`config.mk`:
```
export PLATFORM = sky130hd
export DESIGN_NAME = vita_tx_top
export DESIGN_NICKNAME = d
export VERILOG_FILES = /design/src/common/vita_tx_pkg.sv /design/src/vita_tx_top.sv /design/src/sample_merge.sv /design/src/vita_deframer/vita_tx_deframer.sv /design/src/stream_dispatch.sv /design/src/short_queue.sv /design/src/setting_reg.sv
export SDC_FILE = /design/constraint.sdc
export NUM_CORES = 2
export LEC_CHECK = 0
export ABC_CLOCK_PERIOD_IN_PS = 6720
export BUFFER_PORTS_ARGS = -buffer_cell sky130_fd_sc_hd__buf_4
export CAP_MARGIN = 20
export CORE_MARGIN = 4
export CORE_UTILIZATION = 24
export CTS_CLUSTER_DIAMETER = 120
export DETAILED_ROUTE_END_ITERATION = 10
export GPL_ROUTABILITY_DRIVEN = 0
export SYNTH_ARGS = -nofsm -noshare
export SYNTH_HDL_FRONTEND = slang
export SYNTH_SLANG_ARGS = --single-unit
```
`constraint.sdc`:
```
create_clock -name clk -period 6.72 [get_ports clk]
set_input_delay 1.344 -clock clk [delete_from_list [all_inputs] [get_ports clk]]
set_output_delay 1.344 -clock clk [all_outputs]
set_load 0.02 [all_outputs]
```
`src/common/vita_tx_pkg.sv`:
```
package vita_tx_pkg;

   localparam int NUM_LANES = 4;
   localparam int LANE_W = $clog2(NUM_LANES);
   localparam int MAX_CHAN = 4;
   localparam int NUMCHAN_W = $clog2(MAX_CHAN);

   localparam int LINE_W = 36;
   localparam int SAMPLE_W = 32;
   localparam int TIME_W = 64;
   localparam int SAMPLE_LINE_W = MAX_CHAN * SAMPLE_W + 4 + TIME_W;

   // sample line, lsb first: time, eop, eob, sob, has_secs, samples
   localparam int SL_TIME_LO = 0;
   localparam int SL_EOP = SL_TIME_LO + TIME_W;
   localparam int SL_EOB = SL_EOP + 1;
   localparam int SL_SOB = SL_EOP + 2;
   localparam int SL_HAS_SECS = SL_EOP + 3;
   localparam int SL_SAMPLE_LO = SL_EOP + 4;

   localparam int EOF_BIT = 33;          // end of frame, outside the vita word
   localparam int HDR_SID_BIT = 28;      // packet type 1, stream id present
   localparam int HDR_CLASSID_BIT = 27;
   localparam int HDR_TRAILER_BIT = 26;
   localparam int HDR_SOB_BIT = 25;
   localparam int HDR_EOB_BIT = 24;
   localparam int HDR_TSI_HI = 23;
   localparam int HDR_TSI_LO = 22;
   localparam int HDR_TSF_HI = 21;
   localparam int HDR_TSF_LO = 20;
   localparam int PKT_LEN_W = 16;
   localparam int HDR_LEN_LO = 0;
   localparam int HDR_LEN_HI = HDR_LEN_LO + PKT_LEN_W - 1;

   localparam int SR_ADDR_W = 8;
   localparam int SR_DATA_W = 32;
   localparam int SR_NUMCHAN_BASE = 8;   // lane i at base + i

   localparam int QUEUE_DEPTH = 4;
   localparam int QPTR_W = $clog2(QUEUE_DEPTH);
   localparam int QCNT_W = $clog2(QUEUE_DEPTH + 1);

   typedef logic [LINE_W-1:0] word_t;
   typedef logic [SAMPLE_LINE_W-1:0] sample_line_t;

   typedef enum logic [3:0] {
      VITA_HEADER,
      VITA_STREAMID,
      VITA_CLASSID,
      VITA_CLASSID2,
      VITA_SECS,
      VITA_TICS,
      VITA_TICS2,
      VITA_PAYLOAD,
      VITA_STORE,
      VITA_TRAILER
   } vita_state_t;

endpackage
```
`src/vita_tx_top.sv`:
```
module vita_tx_top
   import vita_tx_pkg::*;
(
   input  logic                     clk,
   input  logic                     rst_n_i,
   input  logic                     clear_i,
   input  logic                     set_stb_i,
   input  logic [SR_ADDR_W-1:0]     set_addr_i,
   input  logic [SR_DATA_W-1:0]     set_data_i,
   input  logic [LINE_W-1:0]        data_i,
   input  logic                     src_rdy_i,
   output logic                     dst_rdy_o,
   output logic [SAMPLE_LINE_W-1:0] sample_o,
   output logic [LANE_W-1:0]        lane_o,
   output logic                     src_rdy_o,
   input  logic                     dst_rdy_i
);

   word_t in_data;
   logic in_src_rdy;
   logic in_dst_rdy;
   word_t lane_data;
   logic [NUM_LANES-1:0] lane_src_rdy;
   logic [NUM_LANES-1:0] lane_dst_rdy;
   sample_line_t [NUM_LANES-1:0] lane_sample;
   logic [NUM_LANES-1:0] lane_sample_src_rdy;
   logic [NUM_LANES-1:0] lane_sample_dst_rdy;

   short_queue #(
      .payload_t (word_t)
   ) in_q_inst (
      .clk       (clk),
      .rst_n_i   (rst_n_i),
      .clear_i   (clear_i),
      .data_i    (data_i),
      .src_rdy_i (src_rdy_i),
      .dst_rdy_o (dst_rdy_o),
      .data_o    (in_data),
      .src_rdy_o (in_src_rdy),
      .dst_rdy_i (in_dst_rdy)
   );

   stream_dispatch stream_dispatch_inst (
      .clk            (clk),
      .rst_n_i        (rst_n_i),
      .clear_i        (clear_i),
      .data_i         (in_data),
      .src_rdy_i      (in_src_rdy),
      .dst_rdy_o      (in_dst_rdy),
      .data_o         (lane_data),
      .lane_src_rdy_o (lane_src_rdy),
      .lane_dst_rdy_i (lane_dst_rdy)
   );

   for (genvar g = 0; g < NUM_LANES; g++)
   begin : gen_lane
      vita_tx_deframer #(
         .LANE (g)
      ) deframer_inst (
         .clk              (clk),
         .rst_n_i          (rst_n_i),
         .clear_i          (clear_i),
         .set_stb_i        (set_stb_i),
         .set_addr_i       (set_addr_i),
         .set_data_i       (set_data_i),
         .data_i           (lane_data),
         .src_rdy_i        (lane_src_rdy[g]),
         .dst_rdy_o        (lane_dst_rdy[g]),
         .sample_o         (lane_sample[g]),
         .sample_src_rdy_o (lane_sample_src_rdy[g]),
         .sample_dst_rdy_i (lane_sample_dst_rdy[g])
      );
   end

   sample_merge sample_merge_inst (
      .clk            (clk),
      .rst_n_i        (rst_n_i),
      .clear_i        (clear_i),
      .lane_sample_i  (lane_sample),
      .lane_src_rdy_i (lane_sample_src_rdy),
      .lane_dst_rdy_o (lane_sample_dst_rdy),
      .sample_o       (sample_o),
      .lane_o         (lane_o),
      .src_rdy_o      (src_rdy_o),
      .dst_rdy_i      (dst_rdy_i)
   );

endmodule

```
`src/sample_merge.sv`:
```
module sample_merge
   import vita_tx_pkg::*;
(
   input  logic                                   clk,
   input  logic                                   rst_n_i,
   input  logic                                   clear_i,
   input  logic [NUM_LANES-1:0][SAMPLE_LINE_W-1:0] lane_sample_i,
   input  logic [NUM_LANES-1:0]                   lane_src_rdy_i,
   output logic [NUM_LANES-1:0]                   lane_dst_rdy_o,
   output logic [SAMPLE_LINE_W-1:0]               sample_o,
   output logic [LANE_W-1:0]                      lane_o,
   output logic                                   src_rdy_o,
   input  logic                                   dst_rdy_i
);

   logic [LANE_W-1:0] last_q;
   logic [LANE_W-1:0] rr_grant;
   logic [LANE_W-1:0] grant;
   logic [LANE_W-1:0] idx;
   logic found;
   logic lock_q;
   logic [LANE_W-1:0] lock_lane_q;

   // first valid lane after the one served last
   always_comb
   begin
      rr_grant = last_q;
      found = 1'b0;
      idx = last_q;
      for (int k = 1; k <= NUM_LANES; k++)
      begin
         idx = last_q + LANE_W'(k);
         if (!found && lane_src_rdy_i[idx])
         begin
            rr_grant = idx;
            found = 1'b1;
         end
      end
   end

   // a stalled grant stays put, keeps the output stable
   assign grant = lock_q ? lock_lane_q : rr_grant;

   assign src_rdy_o = lane_src_rdy_i[grant];
   assign sample_o = lane_sample_i[grant];
   assign lane_o = grant;
   assign lane_dst_rdy_o = dst_rdy_i ? (NUM_LANES'(1) << grant) : '0;

   always_ff @(posedge clk)
   begin
      if (!rst_n_i || clear_i)
      begin
         last_q <= LANE_W'(NUM_LANES - 1);   // lane 0 first
         lock_q <= 1'b0;
         lock_lane_q <= '0;
      end
      else
      begin
         lock_q <= src_rdy_o && !dst_rdy_i;
         lock_lane_q <= grant;
         if (src_rdy_o && dst_rdy_i)
            last_q <= grant;
      end
   end

endmodule

```
`src/vita_deframer/vita_tx_deframer.sv`:
```
module vita_tx_deframer
   import vita_tx_pkg::*;
#(
   parameter int LANE = 0
)
(
   input  logic                 clk,
   input  logic                 rst_n_i,
   input  logic                 clear_i,
   input  logic                 set_stb_i,
   input  logic [SR_ADDR_W-1:0] set_addr_i,
   input  logic [SR_DATA_W-1:0] set_data_i,
   input  word_t                data_i,
   input  logic                 src_rdy_i,
   output logic                 dst_rdy_o,
   output sample_line_t         sample_o,
   output logic                 sample_src_rdy_o,
   input  logic                 sample_dst_rdy_i
);

   vita_state_t state_q;
   logic [NUMCHAN_W-1:0] numchan;
   logic cid_q, secs_q, tics_q, trl_q, sob_q, eob_q;
   logic [PKT_LEN_W-1:0] pkt_len_q;
   logic [PKT_LEN_W-1:0] word_cnt_q;
   logic [PKT_LEN_W-1:0] body_len;
   logic [NUMCHAN_W-1:0] phase_q;
   logic eop_q;
   logic [TIME_W-1:0] send_time_q;
   logic [SAMPLE_W-1:0] samp_q [MAX_CHAN];
   sample_line_t line_d;
   logic word_ok;
   logic store;
   logic store_fire;
   logic q_space;
   logic line_done;
   logic eop_now;
   logic hdr_secs, hdr_tics;

   setting_reg #(
      .ADDR (SR_NUMCHAN_BASE + LANE)
   ) numchan_reg_inst (
      .clk        (clk),
      .rst_n_i    (rst_n_i),
      .set_stb_i  (set_stb_i),
      .set_addr_i (set_addr_i),
      .set_data_i (set_data_i),
      .value_o    (numchan)
   );

   function automatic vita_state_t after_cid(input logic secs, input logic tics);
      if (secs)
         return VITA_SECS;
      else if (tics)
         return VITA_TICS;
      else
         return VITA_PAYLOAD;
   endfunction

   assign hdr_secs = |data_i[HDR_TSI_HI:HDR_TSI_LO];
   assign hdr_tics = |data_i[HDR_TSF_HI:HDR_TSF_LO];

   assign dst_rdy_o = (state_q != VITA_STORE);
   assign word_ok = src_rdy_i && dst_rdy_o;
   assign store = (state_q == VITA_STORE);
   assign store_fire = store && q_space;
   assign line_done = (phase_q == numchan);
   assign body_len = pkt_len_q - PKT_LEN_W'(trl_q);   // trailer word is not payload
   assign eop_now = data_i[EOF_BIT] || ((word_cnt_q + 1'b1) == body_len);

   always_ff @(posedge clk)
   begin
      if (!rst_n_i || clear_i)
      begin
         state_q <= VITA_HEADER;
         {cid_q, secs_q, tics_q, trl_q, sob_q, eob_q} <= '0;
         pkt_len_q <= '0;
         word_cnt_q <= '0;
         phase_q <= '0;
         eop_q <= 1'b0;
      end
      else if (store_fire)
      begin
         phase_q <= '0;
         eop_q <= 1'b0;
         sob_q <= 1'b0;    // sob and has_secs on the first line only
         secs_q <= 1'b0;
         if (!eop_q)
            state_q <= VITA_PAYLOAD;
         else if (trl_q)
            state_q <= VITA_TRAILER;
         else
            state_q <= VITA_HEADER;
      end
      else if (word_ok)
      begin
         word_cnt_q <= word_cnt_q + 1'b1;
         case (state_q)
            VITA_HEADER:
            begin
               cid_q <= data_i[HDR_CLASSID_BIT];
               secs_q <= hdr_secs;
               tics_q <= hdr_tics;
               trl_q <= data_i[HDR_TRAILER_BIT];
               sob_q <= data_i[HDR_SOB_BIT];
               eob_q <= data_i[HDR_EOB_BIT];
               pkt_len_q <= data_i[HDR_LEN_HI:HDR_LEN_LO];
               word_cnt_q <= PKT_LEN_W'(1);
               phase_q <= '0;
               if (data_i[HDR_SID_BIT])
                  state_q <= VITA_STREAMID;
               else if (data_i[HDR_CLASSID_BIT])
                  state_q <= VITA_CLASSID;
               else
                  state_q <= after_cid(hdr_secs, hdr_tics);
            end
            VITA_STREAMID:
               state_q <= cid_q ? VITA_CLASSID : after_cid(secs_q, tics_q);
            VITA_CLASSID:
               state_q <= VITA_CLASSID2;
            VITA_CLASSID2:
               state_q <= after_cid(secs_q, tics_q);
            VITA_SECS:
               state_q <= tics_q ? VITA_TICS : VITA_PAYLOAD;
            VITA_TICS:
               state_q <= VITA_TICS2;
            VITA_TICS2:
               state_q <= VITA_PAYLOAD;
            VITA_PAYLOAD:
            begin
               if (line_done || eop_now)
               begin
                  state_q <= VITA_STORE;
                  eop_q <= eop_now;   // short last line allowed
               end
               else
                  phase_q <= phase_q + 1'b1;
            end
            VITA_TRAILER:
               state_q <= VITA_HEADER;
            default:
               state_q <= VITA_HEADER;
         endcase
      end
   end

   // send time from the secs word and the low ticks word
   always_ff @(posedge clk)
   begin
      if (state_q == VITA_HEADER || store_fire)
         send_time_q <= '0;
      else if (word_ok && state_q == VITA_SECS)
         send_time_q[TIME_W-1 -: SAMPLE_W] <= data_i[SAMPLE_W-1:0];
      else if (word_ok && state_q == VITA_TICS2)
         send_time_q[SAMPLE_W-1:0] <= data_i[SAMPLE_W-1:0];
   end

   always_ff @(posedge clk)
   begin
      if (state_q == VITA_HEADER || store_fire)
      begin
         for (int i = 0; i < MAX_CHAN; i++)
            samp_q[i] <= '0;   // unused slots read as zero
      end
      else if (word_ok && state_q == VITA_PAYLOAD)
         samp_q[phase_q] <= data_i[SAMPLE_W-1:0];
   end

   always_comb
   begin
      line_d = '0;
      line_d[SL_TIME_LO +: TIME_W] = send_time_q;
      line_d[SL_EOP] = eop_q;
      line_d[SL_EOB] = eob_q;
      line_d[SL_SOB] = sob_q;
      line_d[SL_HAS_SECS] = secs_q;
      for (int i = 0; i < MAX_CHAN; i++)
         line_d[SL_SAMPLE_LO + SAMPLE_W * i +: SAMPLE_W] = samp_q[i];
   end

   short_queue #(
      .payload_t (sample_line_t)
   ) sample_q_inst (
      .clk       (clk),
      .rst_n_i   (rst_n_i),
      .clear_i   (clear_i),
      .data_i    (line_d),
      .src_rdy_i (store),
      .dst_rdy_o (q_space),
      .data_o    (sample_o),
      .src_rdy_o (sample_src_rdy_o),
      .dst_rdy_i (sample_dst_rdy_i)
   );

endmodule

```
`src/stream_dispatch.sv`:
```
module stream_dispatch
   import vita_tx_pkg::*;
(
   input  logic                 clk,
   input  logic                 rst_n_i,
   input  logic                 clear_i,
   input  word_t                data_i,
   input  logic                 src_rdy_i,
   output logic                 dst_rdy_o,
   output word_t                data_o,
   output logic [NUM_LANES-1:0] lane_src_rdy_o,
   input  logic [NUM_LANES-1:0] lane_dst_rdy_i
);

   logic [LANE_W-1:0] lane_q;
   logic in_pkt_q;
   logic hold_q;      // header parked, waiting for the stream id word
   word_t hdr_q;
   logic has_sid;
   logic [LANE_W-1:0] sel_lane;
   logic fwd_valid;
   logic xfer_out;

   assign has_sid = data_i[HDR_SID_BIT];

   always_comb
   begin
      sel_lane = '0;
      fwd_valid = 1'b0;
      dst_rdy_o = 1'b0;
      if (hold_q)
      begin
         sel_lane = data_i[LANE_W-1:0];   // low bits of the stream id
         fwd_valid = src_rdy_i;
      end
      else if (in_pkt_q)
      begin
         sel_lane = lane_q;
         fwd_valid = src_rdy_i;
         dst_rdy_o = lane_dst_rdy_i[lane_q];
      end
      else if (has_sid)
         dst_rdy_o = 1'b1;
      else
      begin
         fwd_valid = src_rdy_i;   // no stream id, lane 0
         dst_rdy_o = lane_dst_rdy_i[0];
      end
   end

   assign data_o = hold_q ? hdr_q : data_i;
   assign lane_src_rdy_o = fwd_valid ? (NUM_LANES'(1) << sel_lane) : '0;
   assign xfer_out = fwd_valid && lane_dst_rdy_i[sel_lane];

   always_ff @(posedge clk)
   begin
      if (!hold_q && !in_pkt_q && src_rdy_i && has_sid)
         hdr_q <= data_i;
   end

   always_ff @(posedge clk)
   begin
      if (!rst_n_i || clear_i)
      begin
         lane_q <= '0;
         in_pkt_q <= 1'b0;
         hold_q <= 1'b0;
      end
      else if (hold_q)
      begin
         if (xfer_out)
         begin
            hold_q <= 1'b0;
            lane_q <= sel_lane;
            in_pkt_q <= !hdr_q[EOF_BIT];
         end
      end
      else if (in_pkt_q)
      begin
         if (xfer_out && data_i[EOF_BIT])
            in_pkt_q <= 1'b0;   // lane free again
      end
      else if (src_rdy_i)
      begin
         if (has_sid)
            hold_q <= 1'b1;
         else if (xfer_out)
         begin
            lane_q <= '0;
            in_pkt_q <= !data_i[EOF_BIT];
         end
      end
   end

endmodule

```
`src/short_queue.sv`:
```
module short_queue
   import vita_tx_pkg::*;
#(
   parameter type payload_t = word_t
)
(
   input  logic     clk,
   input  logic     rst_n_i,
   input  logic     clear_i,
   input  payload_t data_i,
   input  logic     src_rdy_i,
   output logic     dst_rdy_o,
   output payload_t data_o,
   output logic     src_rdy_o,
   input  logic     dst_rdy_i
);

   payload_t mem_q [QUEUE_DEPTH];
   logic [QPTR_W-1:0] wr_ptr_q;
   logic [QPTR_W-1:0] rd_ptr_q;
   logic [QCNT_W-1:0] count_q;
   logic wr_en;
   logic rd_en;

   assign dst_rdy_o = (count_q != QCNT_W'(QUEUE_DEPTH));
   assign src_rdy_o = (count_q != '0);
   assign data_o = mem_q[rd_ptr_q];

   assign wr_en = src_rdy_i && dst_rdy_o;
   assign rd_en = src_rdy_o && dst_rdy_i;

   always_ff @(posedge clk)
   begin
      if (wr_en)
         mem_q[wr_ptr_q] <= data_i;
   end

   always_ff @(posedge clk)
   begin
      if (!rst_n_i || clear_i)
      begin
         wr_ptr_q <= '0;
         rd_ptr_q <= '0;
         count_q <= '0;
      end
      else
      begin
         if (wr_en)
            wr_ptr_q <= wr_ptr_q + 1'b1;   // depth is a power of two
         if (rd_en)
            rd_ptr_q <= rd_ptr_q + 1'b1;
         // simultaneous read and write leaves the count alone
         if (wr_en && !rd_en)
            count_q <= count_q + 1'b1;
         else if (rd_en && !wr_en)
            count_q <= count_q - 1'b1;
      end
   end

endmodule

```
`src/setting_reg.sv`:
```
module setting_reg
   import vita_tx_pkg::*;
#(
   parameter int ADDR = 0
)
(
   input  logic                 clk,
   input  logic                 rst_n_i,
   input  logic                 set_stb_i,
   input  logic [SR_ADDR_W-1:0] set_addr_i,
   input  logic [SR_DATA_W-1:0] set_data_i,
   output logic [NUMCHAN_W-1:0] value_o
);

   logic hit;

   assign hit = set_stb_i && (set_addr_i == SR_ADDR_W'(ADDR));

   always_ff @(posedge clk)
   begin
      if (!rst_n_i)
         value_o <= '0;
      else if (hit)
         value_o <= set_data_i[NUMCHAN_W-1:0];   // only the low bits matter
   end

endmodule

```
==> flow_summary.json <==
{
  "status": "finished, final reports clean",
  "slew_headroom_pct": 23.5,
  "numCtsBuffers": 390,
  "met1_usage_pct": 17.3,
  "track_usage_pct": 13.5,
  "nNetsFinal": 8793,
  "syn_nets": 8495,
  "grt.met2_usage_pct": 22.8,
  "drv_cap": 0,
  "synth_top_area_share_pct": 69.8,
  "synthToLayoutAreaGrowth_pct": 16.5,
  "synth_area_per_cell_sq_um": 19.6,
  "finalMaxSlewViolations": 0,
  "synth-edff-count": 3813,
  "async_flop_share_pct": 0,
  "grt_use_met3_pct": 2.67,
  "peakVddDrop_mv": 0.233,
  "ctsResizeCount": 0,
  "syn-cell-area_sq_mm": 0.164,
  "antenna_found_initial": 70,
  "io_pins": 282,
  "period_minus_slack_ps": 6100,
  "yosysWarnings": 0,
  "chipWidth_um": 835,
  "vias": 83500,
  "fp.coreArea_sq_mm": 0.681,
  "power_w": 0.0585,
  "h-tree-depth": 5,
  "clk_pin_slew_ps": 70,
  "overflow": 0,
  "power.density_mw_per_mm2": 306,
  "ys.flop_type": "edfxtp_1",
  "postCtsSetupBuffers": 0,
  "routed_wl_mm": 482,
  "fin_skew_ps": 127,
  "busiest_layer": "met2",
  "rsz0062_at_grt": "false",
  "ys_types": 95,
  "io_buffer_count": 248,
  "cp.arrival_ps": 4760,
  "synthesis.instances": 8371,
  "ctsHoldBuffers": 0,
  "synth_top_cell_by_area": "edfxtp_1",
  "fmax_mhz": 164,
  "grt_pass1_wl_mm": 671,
  "critPathMaxFanout": 59,
  "endpoint_kind": "output pin",
  "cp.required_ps": 5380,
  "fp.dieH_um": 835,
  "dpl.hpwl_mm": 260,
  "synth.area.top_cells": "edfxtp_1 (70%), mux4_2 (14%), dfxtp_1 (6.1%)",
  "grt_pass1_vias": 83900,
  "stdcell_count": 18000,
  "rows": 303,
  "drtAntennaViolNets": 0,
  "wl_per_cell_um": 26.8,
  "worstSkewPairLatency_ps": 1040,
  "synth_seq_area_share_pct": 75.9,
  "hold_path.class": "flop to flop",
  "vias_per_cell": 4.64,
  "setup_viol": 0,
  "start_kind": "flop",
  "drive_above_1_share_pct": 24.3,
  "die_area_sq_mm": 0.696,
  "setup-tns-final_ps": 0,
  "p_leak_nw": 58.3,
  "criticalPathCategory": "flop to output pin",
  "cts-root-buf": "clkbuf_16",
  "place_inst": 17300,
  "ys_ff_latch": 4311,
  "report.final.hold_viol_count": 0,
  "grt_max_degree": 112,
  "period_share_pct": 90.8,
  "drtPass1Iterations": 6,
  "cts_tree": "built",
  "clockBufferDepth": 4,
  "start_util_pct": 24.1,
  "clock-sinks": 4311,
  "drcViolationCount": 0,
  "tightest_slew_ps": 1140,
  "drtIter0Drc": 8740,
  "timing.hold.ws_ps": 450
}
[worst max-delay path, cell delays in order, from the launching register on]
cell and delay (ps):
dfxtp_1 360, or3_1 410, o221ai_1 170, a21oi_1 120, a21o_1 300, inv_8 710, buf_4 530, mux4_2 740
buf_4 240
[synthesized netlist by cell type (all sizes together) (37+ instances only)]
cell type and number:
xor2 61, xnor2 103, buf 53, nor2 900, edfxtp 3813, ha 37
nor4 40, inv 48, a21oi 107, a211oi 354, o21ai 78, nor3 183
mux2i 59, dfxtp 498, nand2 125, nand3 45, clkbuf 492, mux4 1014
[stage by stage]
| step | setup WS, ps | instance area (sq um) | utilization, % |
|---|---|---|---|
| global route | 335 | 191000 | 28.1 |
| floorplan | 322 | 164000 | - |
| CTS | 449 | 191000 | 28.1 |
| finish | 619 | 191000 | 28.1 |
| detailed placement | 1560 | 178000 | 26.2 |
| global placement | 1570 | 178000 | 26.1 |
[path summary, 6_finish.rpt]
| path | startpoint | end | slack [ps] | cells past startpoint |
|---|---|---|---|---|
| hold / removal | gen_lane[1].deframer_inst.samp_q[3][30]$_DFFE_PP_ | flop | 450 | 0 |
| setup reg to reg | flop | gen_lane[2].deframer_inst.samp_q[0][11]$_SDFFCE_PN0P_ | 1590 | 11 |
| hold reg to reg | gen_lane[1].deframer_inst.samp_q[3][30]$_DFFE_PP_ | flop | 450 | 0 |
| setup / recovery | flop | sample_o[130] | 620 | 8 |
[cell usage in the layout (no fill, tap or decap), types with 68 or more instances in the layout]
cell type,instances
a211oi_1,354
clkbuf_1,84
xnor2_1,103
clkbuf_16,394
a21oi_1,106
nor2_1,896
edfxtp_1,3813
nand2_1,110
mux4_2,1013
nor3_1,180
dfxtp_1,487
o21ai_0,68
clkinv_1,69
buf_4,388
[layout make-up]
class / count / area, sq um
antenna: 7 / 17.5
clock buffer: 501 / 10500
clock inverter: 220 / 2460
fill: 66900 / 490000
inverter: 50 / 195
multi-input combinational: 3465 / 37900
sequential: 4311 / 125000
tap: 8997 / 11300
timing repair buffer: 451 / 4200
[logic make-up after synthesis]
kind of cell    after synthesis  synth area share (%)
mux                        1075                  14.3
buf+inv                     595                  1.43
xor+xnor                    175                  1.03
fa+ha+maj                    42                 0.343
simple gates               1541                  4.31
compound gates              632                  2.67
flops                      4311                  75.9
[per-layer routing]
| metal | vias to the layer above | wire [um] | share of wire [%] |
|---|---|---|---|
| met5 | - | 246 | 0.051 |
| met4 | 38 | 16500 | 3.4 |
| met3 | 737 | 39500 | 8.2 |
| met2 | 3506 | 237000 | 49 |
| met1 | 44800 | 189000 | 39 |
| li1 | 34400 | - | - |
[where the power goes]
| part | total (W) | switching, W | internal, W |
|---|---|---|---|
| Combinational | 0.00502 | 0.00407 | 0.000948 |
| Clock | 0.0227 | 0.0100 | 0.0126 |
| Sequential | 0.0308 | 0.000583 | 0.0302 |
| Total | 0.0585 | 0.0147 | 0.0438 |
[sequential cells by signal, summed over array words and instances (netlist names), 8 cells and up, named ones only]
register	count
gen_lane.deframer_inst.word_cnt_q	64
gen_lane.deframer_inst.sample_q_inst.mem_q	3136
gen_lane.deframer_inst.sample_q_inst.count_q	12
gen_lane.deframer_inst.numchan_reg_inst.value_o	8
gen_lane.deframer_inst.sample_q_inst.rd_ptr_q	8
gen_lane.deframer_inst.state_q	16
gen_lane.deframer_inst.sample_q_inst.wr_ptr_q	8
gen_lane.deframer_inst.send_time_q	256
gen_lane.deframer_inst.samp_q	512
stream_dispatch_inst.hdr_q	33
in_q_inst.mem_q	132
gen_lane.deframer_inst.pkt_len_q	64
gen_lane.deframer_inst.phase_q	8
Power figures use the tool's default switching activity.
